[config.mk]
export PLATFORM = sky130hd
export DESIGN_NAME = store_buffer
export DESIGN_NICKNAME = d
export VERILOG_FILES = /design/src/source/dcache_pkg.sv /design/src/source/store_buffer.sv
export SDC_FILE = /design/constraint.sdc
export NUM_CORES = 1
export LEC_CHECK = 0
export ABC_AREA = 1
export BUFFER_PORTS_ARGS = -buffer_cell sky130_fd_sc_hd__buf_2
export CAP_MARGIN = 0
export CORE_MARGIN = 2
export CORE_UTILIZATION = 59
export CTS_CLUSTER_DIAMETER = 60
export DETAILED_ROUTE_END_ITERATION = 12
export HOLD_SLACK_MARGIN = 0.12
export PLACE_DENSITY = 0.87
export SLEW_MARGIN = 20
export SYNTH_ARGS = -nofsm -noshare
export SYNTH_HDL_FRONTEND = slang
export SYNTH_SLANG_ARGS = --single-unit
[constraint.sdc]
create_clock -name clk -period 7.6 [get_ports clk]
set_clock_uncertainty 0.2 [all_clocks]
set_input_delay 1.52 -clock clk [delete_from_list [all_inputs] [get_ports clk]]
set_output_delay 1.52 -clock clk [all_outputs]
set_load 0.005 [all_outputs]
[src/source/dcache_pkg.sv]
package dcache_pkg;

    // cache geometry
    localparam int way_num    = 2;
    localparam int set_num    = 64;
    localparam int line_words = 4;
    localparam int sb_depth   = 4;
    localparam int sb_ptr_w   = $clog2(sb_depth);

    typedef logic [31:0]         addr_t;
    typedef logic [31:0]         word_t;
    typedef logic [3:0]          strb_t;
    typedef logic [21:0]         tag_t;
    typedef logic [5:0]          index_t;
    typedef logic [1:0]          woff_t;
    typedef logic [way_num-1:0]  way_t;
    typedef logic [sb_ptr_w-1:0] sb_ptr_t;
    typedef logic [sb_ptr_w:0]   sb_cnt_t;

    typedef struct packed {
        logic valid;
        tag_t tag;
    } tag_entry_t;

    // tag RAM byte lanes are all written together
    localparam int tag_bytes = ($bits(tag_entry_t) + 7) / 8;

    typedef struct packed {
        addr_t      addr;
        word_t      wdata;
        // nonzero strobe marks a store
        strb_t      strb;
        logic [1:0] size;
        logic       is_signed;
    } lsu_req_t;

    typedef struct packed {
        word_t rdata;
        logic  hit;
        logic  is_store;
    } lsu_resp_t;

    typedef struct packed {
        logic  valid;
        addr_t addr;
        word_t wdata;
        strb_t strb;
        way_t  hit_way;
    } sb_entry_t;

    typedef struct packed {
        index_t     index;
        woff_t      woff;
        way_t       way;
        logic       tag_we;
        tag_entry_t tag;
        strb_t      strb;
        word_t      data;
    } arr_wr_t;

    typedef struct packed {
        logic  cyc;
        logic  stb;
        logic  we;
        addr_t adr;
        word_t dat;
        strb_t sel;
    } wb_m2s_t;

    typedef enum logic [1:0] {
        st_idle,
        st_refill,
        st_drain
    } ctrl_state_t;

endpackage

[src/source/store_buffer.sv]
`timescale 1ns/100ps

module store_buffer (
    input  logic                                             clk,
    input  logic                                             rst_n,
    input  dcache_pkg::sb_entry_t                            push_i,
    output logic                                             full_o,
    output dcache_pkg::sb_entry_t [dcache_pkg::sb_depth-1:0] table_o,
    output dcache_pkg::sb_entry_t                            head_o,
    output logic                                             empty_o,
    input  logic                                             pop_i
);

    dcache_pkg::sb_entry_t            entry_q [dcache_pkg::sb_depth];
    logic [dcache_pkg::sb_depth-1:0]  valid_q;
    dcache_pkg::sb_ptr_t              head_q;
    dcache_pkg::sb_ptr_t              tail_q;
    dcache_pkg::sb_cnt_t              count_q;
    dcache_pkg::sb_ptr_t              slot;

    // control state
    always_ff @(posedge clk) begin
        if (!rst_n) begin
            valid_q <= '0;
            head_q  <= '0;
            tail_q  <= '0;
            count_q <= '0;
        end else begin
            if (push_i.valid) begin
                valid_q[tail_q] <= 1'b1;
                tail_q          <= tail_q + 1'b1;
            end
            if (pop_i) begin
                valid_q[head_q] <= 1'b0;
                head_q          <= head_q + 1'b1;
            end
            count_q <= count_q + dcache_pkg::sb_cnt_t'(push_i.valid)
                               - dcache_pkg::sb_cnt_t'(pop_i);
        end
    end

    // entry payload
    always_ff @(posedge clk) begin
        if (push_i.valid) begin
            entry_q[tail_q] <= push_i;
        end
    end

    // oldest entry first so that a later match overrides an earlier one
    always_comb begin
        slot = head_q;
        for (int i = 0; i < dcache_pkg::sb_depth; i++) begin
            table_o[i]       = entry_q[slot];
            table_o[i].valid = valid_q[slot];
            slot             = slot + 1'b1;
        end
    end

    assign head_o  = table_o[0];
    assign empty_o = (count_q == '0);

    // also full when the push in flight takes the last free slot
    assign full_o = (count_q == dcache_pkg::sb_cnt_t'(dcache_pkg::sb_depth))
                 || (count_q == dcache_pkg::sb_cnt_t'(dcache_pkg::sb_depth - 1)
                     && push_i.valid);

endmodule

==> impl_metrics.tcl <==
set metrics [dict create \
    pwr-share-comb_pct 25.2 \
    die_w_um 175.8 \
    drc 0 \
    via_per_inst 5.744 \
    r2r-start "head_q[0]" \
    slew_viol_final 0 \
    start_util_pct 60.37 \
    synth_seq_cells 293 \
    pwr-share-seq_pct 41.1 \
    crit_path_end_kind "output port" \
    worst-r2r-cell-count 4 \
    startpoint_type "flop" \
    cp_data_arrival_time_ps 4820 \
    wire_per_inst_um 17.51 \
    p_sw_share_pct 30.69 \
    ys_types 23 \
    setup_tns_ps 0 \
    yosysWarnings 0 \
    fin_crit_sh_pct 86.10 \
    syn_to_final_growth_pct 15.23 \
    ys_seq_area_share_pct 49.76 \
    worstSetupPathType "reg -> out" \
    grt_pass1_wl_um 76620 \
    synth_area_mm2 0.01742 \
    worst_pin_slew_ps 1075 \
    syn_nets 2306 \
    status "completed" \
    final.min_clock_period_ps 6544 \
    htreeDepth 2 \
    overflow 0 \
    grt_usage_pct 31.42 \
    cts_buffers 34 \
    detailed_place_hpwl_um 32360 \
    cts_resized 0 \
    hold_depth 2 \
    ant_nets 0 \
    drive_gt1_share_pct 20.11 \
    antenna_found_initial 9 \
    p_clk_share_pct 33.7 \
    placed_cell_area_mm2 0.01894 \
    fill_cells 2209 \
    core_area_mm2 0.02886 \
    fmax_ghz 0.1528 \
    yosysTopAreaCellShare_pct 48.26 \
    synthTopCellsByArea "edfxtp_1, nand2_1, o21ai_0" \
    grt_max_degree 161 \
    cts_tree "done" \
    holdPathEnd "valid_q[3]" \
    cts_hold_buf 0 \
    p_int_uw 3214 \
    hold_path_startpoint "valid_q[3]" \
    syn_inst 2221 \
    port_buffers 430 \
    path_max_fanout 80 \
    synth_top_area_cell "edfxtp_1" \
    setup_viol 0 \
    drt-pass1-iter-count 6 \
    power_density_mw_per_mm2 231.0 \
    dp_slack_ps 1628 \
    cts.sink_count 293 \
    rsz0062_at_grt "no" \
    drv_cap 0 \
    cellLeakagePower_uw 0.008978 \
    cp.required_ps 5880 \
    finalNetCount 2561 \
    hold_violations 0 \
    r2r_slack_ps 4540 \
    drtIter0Drc 1962 \
    cts.root.buffer_cell "clkbuf_16" \
    grt_pass1_vias 14882 \
    rows 62 \
    power.switching_uw 1423 \
    fin_total_pwr_uw 4637 \
    fp.dieArea_mm2 0.03092 \
    post_cts_buffers 0 \
    syn_avg_cell_area_um2 7.844 \
    ff_latch_area_mm2 0.008680 \
    dieHeight_um 175.8 \
    final_cell_mix "nand2_1, o21ai_0, buf_2" \
    clk_pin_slew_ps 60 \
    routed_wl_um 50540 \
    vdd_drop_max_v 0.0002429 \
    min_path_type "reg -> reg" \
    setup_ws_ps 1056 \
    final_area_mm2 0.02007 \
    multi_input_area_mm2 0.006633 \
    vias 16576 \
    clockBufferDepth 3 \
    slew-limit-headroom_pct 28.34 \
    final_common_cell "nand2_1" \
    ios 431 \
    gp_congestion 0.9486 \
    clk-insertion-delay-late_ps 500 \
]
-- cells in the mapped netlist --
| library cell | instances |
|---|---|
| nand2_1 | 802 |
| o21ai_0 | 456 |
| edfxtp_1 | 280 |
| inv_1 | 228 |
| clkbuf_1 | 86 |
| buf_4 | 85 |
| a21oi_1 | 78 |
| o211ai_1 | 70 |
| o21ai_1 | 44 |
| buf_2 | 43 |
| dfxtp_1 | 13 |
| ha_1 | 10 |
| buf_1 | 7 |
| buf_6 | 6 |
| nor2_1 | 5 |
| clkinv_1 | 1 |
| clkinv_2 | 1 |
| fa_1 | 1 |
| inv_2 | 1 |
| nand2_2 | 1 |
| nand3_1 | 1 |
| nor3_1 | 1 |
| o22ai_1 | 1 |
-- worst max path at each step --
| stage | start | endpoint | depth (start not counted) |
|---|---|---|---|
| 2_1_floorplan | head_q[0] | table_o[244] | 11 |
| 3_3_place_gp | head_q[0] | table_o[144] | 10 |
| 3_5_place_dp | head_q[0] | table_o[209] | 10 |
| 4_1_cts | head_q[0] | table_o[209] | 10 |
| 5_1_grt | head_q[0] | table_o[144] | 10 |
| 6_report | head_q[0] | table_o[209] | 10 |
-- layout make-up --
type                            instances  share of cell area [%]
Antenna cell                            6                 0.07479
Clock buffer                           44                   4.743
Clock inverter                         12                  0.5547
Inverter                              231                   4.375
Multi-Input combinational cell       1470                   33.04
Sequential cell                       293                   43.24
Tap cell                              384                   2.393
Timing Repair Buffer                  446                   11.58
-- critical path: stages, from the launching register on --
cell      delay [ps]
dfxtp_4          800
inv_4            380
ha_4             540
inv_4            630
nand2_1          200
nand2_4          110
clkinv_2         800
buf_4            530
nand2_1           80
nand2_1           50
buf_2            120
-- through the flow --
step	util, %	cells	hold slack [ps]
6_report	69.56	2886	288.3
3_5_place_dp	65.63	2822	278.8
5_1_grt	69.54	2883	309.0
2_1_floorplan	-	2221	236.5
3_3_place_gp	65.63	2822	263.1
4_1_cts	69.32	2878	288.4
-- power by group through the flow --
| stage | registers, uW | clock network (uW) | logic [uW] |
|---|---|---|---|
| 6_report | 1910 | 1560 | 1170 |
| 3_5_place_dp | 1940 | 0 | 1140 |
| 3_3_place_gp | 1940 | 0 | 1110 |
| 4_1_cts | 1910 | 1580 | 1150 |
| 2_1_floorplan | 1910 | 0 | 721 |
| 5_1_grt | 1910 | 1640 | 1290 |
-- kinds of logic after synthesis --
logic type	Yosys count	share of synthesized area [%]
AND/OR/NAND/NOR	810	17.48
AO/OA/AOI/OAI	649	19.66
buffers and inverters	458	12.27
flip-flops	293	49.76
adder cells (fa/ha/maj)	11	0.8331
-- routing by layer --
layer | vias to the layer above | track usage, % | wire length [um]
li1 | 7792 | - | -
met1 | 7535 | 38.79 | 18390
met2 | 1077 | 54.71 | 25030
met3 | 164 | 5.087 | 5114
met4 | 8 | 13.60 | 1943
met5 | - | 0 | 52
-- registers in the layout, summed over array words and instances, names as in the netlist, named ones only --
signal	count
entry_q	280
valid_q	4
tail_q	2
count_q	3
head_q	2
(Power assumes the default switching activity.)
