`src/source/dcache_pkg.sv`:
```
package dcache_pkg;

    // cache geometry
    localparam int way_num    = 2;
    localparam int set_num    = 64;
    localparam int line_words = 4;
    localparam int sb_depth   = 4;
    localparam int sb_ptr_w   = $clog2(sb_depth);

    typedef logic [31:0]         addr_t;
    typedef logic [31:0]         word_t;
    typedef logic [3:0]          strb_t;
    typedef logic [21:0]         tag_t;
    typedef logic [5:0]          index_t;
    typedef logic [1:0]          woff_t;
    typedef logic [way_num-1:0]  way_t;
    typedef logic [sb_ptr_w-1:0] sb_ptr_t;
    typedef logic [sb_ptr_w:0]   sb_cnt_t;

    typedef struct packed {
        logic valid;
        tag_t tag;
    } tag_entry_t;

    // tag RAM byte lanes are all written together
    localparam int tag_bytes = ($bits(tag_entry_t) + 7) / 8;

    typedef struct packed {
        addr_t      addr;
        word_t      wdata;
        // nonzero strobe marks a store
        strb_t      strb;
        logic [1:0] size;
        logic       is_signed;
    } lsu_req_t;

    typedef struct packed {
        word_t rdata;
        logic  hit;
        logic  is_store;
    } lsu_resp_t;

    typedef struct packed {
        logic  valid;
        addr_t addr;
        word_t wdata;
        strb_t strb;
        way_t  hit_way;
    } sb_entry_t;

    typedef struct packed {
        index_t     index;
        woff_t      woff;
        way_t       way;
        logic       tag_we;
        tag_entry_t tag;
        strb_t      strb;
        word_t      data;
    } arr_wr_t;

    typedef struct packed {
        logic  cyc;
        logic  stb;
        logic  we;
        addr_t adr;
        word_t dat;
        strb_t sel;
    } wb_m2s_t;

    typedef enum logic [1:0] {
        st_idle,
        st_refill,
        st_drain
    } ctrl_state_t;

endpackage

```
`src/source/cache_ctrl.sv`:
```
`timescale 1ns/100ps

module cache_ctrl (
    input  logic                  clk,
    input  logic                  rst_n,
    input  logic                  miss_req_i,
    input  dcache_pkg::addr_t     miss_addr_i,
    input  dcache_pkg::sb_entry_t sb_head_i,
    input  logic                  sb_empty_i,
    output logic                  sb_pop_o,
    input  logic                  commit_i,
    input  dcache_pkg::woff_t     cnt_woff_i,
    input  logic                  cnt_last_i,
    output logic                  cnt_clear_o,
    output logic                  cnt_step_o,
    output dcache_pkg::arr_wr_t   arr_wr_o,
    output logic                  ctrl_busy_o,
    output dcache_pkg::wb_m2s_t   wb_o,
    input  logic                  wb_ack_i,
    input  dcache_pkg::word_t     wb_dat_i
);

    dcache_pkg::ctrl_state_t state_q;
    dcache_pkg::ctrl_state_t state_d;
    dcache_pkg::sb_cnt_t     pend_q;
    dcache_pkg::index_t      sweep_idx_q;
    logic                    sweep_q;
    logic                    victim_q;
    logic                    drain_go;

    assign drain_go = (pend_q != '0 || commit_i) && !sb_empty_i;

    always_comb begin
        state_d    = state_q;
        wb_o       = '0;
        arr_wr_o   = '0;
        sb_pop_o   = 1'b0;
        cnt_step_o = 1'b0;
        case (state_q)
            dcache_pkg::st_idle: begin
                if (sweep_q) begin
                    // clear both tag ways of one set per cycle
                    arr_wr_o.index  = sweep_idx_q;
                    arr_wr_o.way    = '1;
                    arr_wr_o.tag_we = 1'b1;
                end else if (miss_req_i) begin
                    state_d = dcache_pkg::st_refill;
                end else if (drain_go) begin
                    state_d = dcache_pkg::st_drain;
                end
            end
            dcache_pkg::st_refill: begin
                wb_o.cyc = 1'b1;
                wb_o.stb = 1'b1;
                wb_o.adr = {miss_addr_i[31:4], cnt_woff_i, 2'b00};
                wb_o.sel = '1;
                if (wb_ack_i) begin
                    cnt_step_o     = 1'b1;
                    arr_wr_o.index = miss_addr_i[9:4];
                    arr_wr_o.woff  = cnt_woff_i;
                    arr_wr_o.way   = victim_q ? 2'b10 : 2'b01;
                    arr_wr_o.strb  = '1;
                    arr_wr_o.data  = wb_dat_i;
                    if (cnt_last_i) begin
                        arr_wr_o.tag_we    = 1'b1;
                        arr_wr_o.tag.valid = 1'b1;
                        arr_wr_o.tag.tag   = miss_addr_i[31:10];
                        state_d            = dcache_pkg::st_idle;
                    end
                end
            end
            dcache_pkg::st_drain: begin
                wb_o.cyc = 1'b1;
                wb_o.stb = 1'b1;
                wb_o.we  = 1'b1;
                wb_o.adr = {sb_head_i.addr[31:2], 2'b00};
                wb_o.dat = sb_head_i.wdata;
                wb_o.sel = sb_head_i.strb;
                if (wb_ack_i) begin
                    // zero hit_way leaves the arrays untouched
                    arr_wr_o.index = sb_head_i.addr[9:4];
                    arr_wr_o.woff  = sb_head_i.addr[3:2];
                    arr_wr_o.way   = sb_head_i.hit_way;
                    arr_wr_o.strb  = sb_head_i.strb;
                    arr_wr_o.data  = sb_head_i.wdata;
                    sb_pop_o       = 1'b1;
                    state_d        = dcache_pkg::st_idle;
                end
            end
            default: state_d = dcache_pkg::st_idle;
        endcase
    end

    always_ff @(posedge clk) begin
        if (!rst_n) begin
            state_q     <= dcache_pkg::st_idle;
            pend_q      <= '0;
            sweep_q     <= 1'b1;
            sweep_idx_q <= '0;
            victim_q    <= 1'b0;
        end else begin
            state_q <= state_d;
            pend_q  <= pend_q + dcache_pkg::sb_cnt_t'(commit_i)
                              - dcache_pkg::sb_cnt_t'(sb_pop_o);
            if (sweep_q) begin
                sweep_idx_q <= sweep_idx_q + 1'b1;
                if (sweep_idx_q == dcache_pkg::index_t'(dcache_pkg::set_num - 1)) begin
                    sweep_q <= 1'b0;
                end
            end
            if (state_q == dcache_pkg::st_refill && wb_ack_i && cnt_last_i) begin
                victim_q <= ~victim_q;
            end
        end
    end

    assign cnt_clear_o = (state_q == dcache_pkg::st_idle);
    assign ctrl_busy_o = (state_q != dcache_pkg::st_idle) || sweep_q;

endmodule

```
`config.mk`:
```
export PLATFORM = sky130hd
export DESIGN_NAME = cache_ctrl
export DESIGN_NICKNAME = d
export VERILOG_FILES = /design/src/source/dcache_pkg.sv /design/src/source/cache_ctrl.sv
export SDC_FILE = /design/constraint.sdc
export NUM_CORES = 1
export LEC_CHECK = 0
export ABC_AREA = 1
export BUFFER_PORTS_ARGS = -buffer_cell sky130_fd_sc_hd__buf_2
export CAP_MARGIN = 20
export CORE_AREA = 2 2 114 116
export CTS_BUF_LIST = sky130_fd_sc_hd__clkbuf_16
export DETAILED_ROUTE_END_ITERATION = 10
export DIE_AREA = 0 0 116 118
export SLEW_MARGIN = 20
export SYNTH_ARGS = -nofsm -noshare
export SYNTH_HDL_FRONTEND = slang
export SYNTH_SLANG_ARGS = --single-unit
```
`constraint.sdc`:
```
create_clock -name clk -period 2.3 [get_ports clk]
set_input_delay 0.345 -clock clk [delete_from_list [all_inputs] [get_ports clk]]
set_output_delay 0.345 -clock clk [all_outputs]
set_load 0.01 [all_outputs]
```
==> impl_metrics.json <==
{
  "core-area_sq_um": 12400,
  "p_sw_w": 0.000194,
  "ir_drop_v": 0.000394,
  "die_h_microns": 118,
  "yosysWarnings": 0,
  "std_cell_rows": 41,
  "seq_power_share": 0.319,
  "grt_setup_unrepaired": "true",
  "use_met1": 0.163,
  "fin_area_sq_um": 4040,
  "area_growth_pct": 66.6,
  "synth.distinct_cells": 28,
  "p_clk_frac": 0.429,
  "arrival_ns": 1.88,
  "grt_pass1_wl_microns": 15500,
  "yosysSeqAreaShare": 0.107,
  "grt-ovfl-total": 0,
  "top_usage_layer": "met2",
  "die_w_microns": 116,
  "cts_root_buffer": "clkbuf_16",
  "critPathSlowestCell": "ha_1",
  "groute.usage.overall": 0.138,
  "grt_use_met3": 0.0139,
  "synthTopCellsByCount": "nand2_1 (148), inv_1 (102), a21oi_1 (40)",
  "async_flop_share": 0,
  "path_cells": "inv_1 -> ha_1 -> inv_4 -> a21oi_1 -> and2_1 -> buf_2",
  "synth_area_leader_cell": "nand2_1",
  "fill_cells": 1426,
  "antenna_found_initial": 0,
  "firstDrtPassIters": 4,
  "placed_cell_area_sq_um": 3890,
  "grt_pass1_vias": 3122,
  "total_power_w": 0.000769,
  "placed_cells": 881,
  "clk_path_buf_depth": 2,
  "met2_usage": 0.260,
  "hold_class": "in2reg",
  "cts_hold_buf": 0,
  "dieArea_sq_um": 13700,
  "slew_viol_final": 0,
  "status": "finished, final reports clean",
  "clkLatencyLatePin_ns": 0.24,
  "power.leakage_nw": 2.50,
  "io_pins": 289,
  "drc_errors": 0,
  "wl_per_cell_microns": 12.6,
  "start_kind": "flop",
  "register_area_sq_um": 260,
  "drive_above_1_share": 0.476,
  "via_per_inst": 4.10,
  "p_per_area_nw_per_um2": 191,
  "setup-violations-final": 0,
  "multi_input_area_sq_um": 1560,
  "portBuffers": 279,
  "hpwl_microns": 8600,
  "slowest_delay_ns": 0.47,
  "yosysTopAreaCellShare": 0.229,
  "cts_tree": "built",
  "ys_seq_elements": 13,
  "cp_top_family": "adder cells",
  "netlist_top_cells_area": "nand2_1 (23%), inv_1 (16%), dfxtp_1 (11%), a21oi_2 (9.8%), a21oi_1 (8.3%)",
  "fmax_mhz": 450,
  "layoutNonFillerInstCount": 887,
  "skew_ns": 0.00109,
  "synth_ff_type": "dfxtp_1",
  "n_antenna_cell": 0,
  "p_int_w": 0.000575,
  "clk_pin_slew_ns": 0.05,
  "crit_type": "reg2out",
  "hold_viol": 0,
  "start_util": 0.195,
  "synth_edf_count": 0,
  "cts_resized": 0,
  "drtIter0Drc": 144,
  "required_ns": 1.96,
  "period_minus_slack_ns": 2.22,
  "wirelength_microns": 11200,
  "cts.sinks": 13,
  "path_max_fanout": 20,
  "htreeDepth": 1,
  "cts_buffers": 3,
  "grt_max_degree": 64,
  "combPwrFrac": 0.251,
  "cap_violations": 0,
  "cp.buffers_inverters": 3,
  "synth.avg_cell_area_sq_um": 5.36,
  "nets": 868,
  "synth_area_sq_um": 2420,
  "post-cts-setup-buffers": 0,
  "synthesis.instances": 452,
  "end_kind": "primary output",
  "synth.most_common_cell": "nand2_1",
  "switching_share": 0.252,
  "place_congestion": 0.789,
  "ant_nets": 0,
  "vias": 3638,
  "fin_crit_sh": 0.966
}
[cell usage in the layout, fill, tap and decap left out, drive strengths merged]
cell type,synthesis,layout
dfxtp,13,13
o21ai,15,15
nor2,42,42
clkbuf,3,5
fa,1,1
o22ai,6,6
o2bb2ai,1,1
and2,3,3
nand4,1,1
ha,7,7
a22o,2,2
conb,1,2
buf,25,284
inv,107,108
o21a,1,1
a21oi,67,67
nand2,152,152
nand3,4,4
xnor2,1,1
[state kept, by name (all words and copies together), names as in the netlist]
name / cells
sweep_q: 1
sweep_idx_q: 6
victim_q: 1
pend_q: 3
state_q: 2
[power by group through the flow]
stage,combinational (W),clock (W),sequential (W)
6_report,0.000193,0.000330,0.000246
2_1_floorplan,0.0000627,0,0.000248
4_1_cts,0.000193,0.000336,0.000246
5_1_grt,0.000220,0.000344,0.000247
3_3_place_gp,0.000189,0,0.000249
3_5_place_dp,0.000191,0,0.000250
[kinds of logic (layout without fill, tap and decap cells)]
logic type,Yosys count,after routing,share of synthesized area
simple gates,202,202,0.341
buf+inv,135,397,0.262
compound gates,92,92,0.240
flops,13,13,0.107
fa+ha+maj,8,8,0.0444
other cells,1,2,0.00155
xor+xnor,1,1,0.00361
[worst paths after layout]
kind | cells after the start | slack (ns) | end | startpoint
min reg2reg | 1 | 0.49 | sweep_idx_q[0] | sweep_idx_q[0]
max reg2reg | 12 | 0.22 | pend_q[2] | state_q[0]
min | 2 | 0.37 | sweep_q | rst_n
max | 6 | 0.08 | arr_wr_o[32] | state_q[1]
[per-stage QoR]
step / hold WS [ns] / util / setup TNS [ns] / worst slack, ns
floorplan: 0.454 / - / 0 / 0.186
global placement: 0.472 / 0.313 / 0 / 0.296
detailed placement: 0.474 / 0.313 / 0 / 0.288
CTS: 0.369 / 0.320 / 0 / 0.0170
global route: 0.381 / 0.325 / -0.851 / -0.0995
finish: 0.369 / 0.325 / 0 / 0.0781
[metal layers]
metal  share of wire  routed length (microns)
met5               0                        0
met4           0.014                      151
met3           0.067                      753
met2            0.50                     5620
met1            0.42                     4650
[area by class of cell]
| class | count | area share |
|---|---|---|
| multi-input cells | 305 | 0.385 |
| repair buffers | 286 | 0.377 |
| inverters | 107 | 0.101 |
| flip-flops and latches | 13 | 0.0644 |
| well taps | 172 | 0.0533 |
| clock buffers | 3 | 0.0186 |
| clock inverters | 1 | 0.000929 |
(Power assumes the default switching activity.)
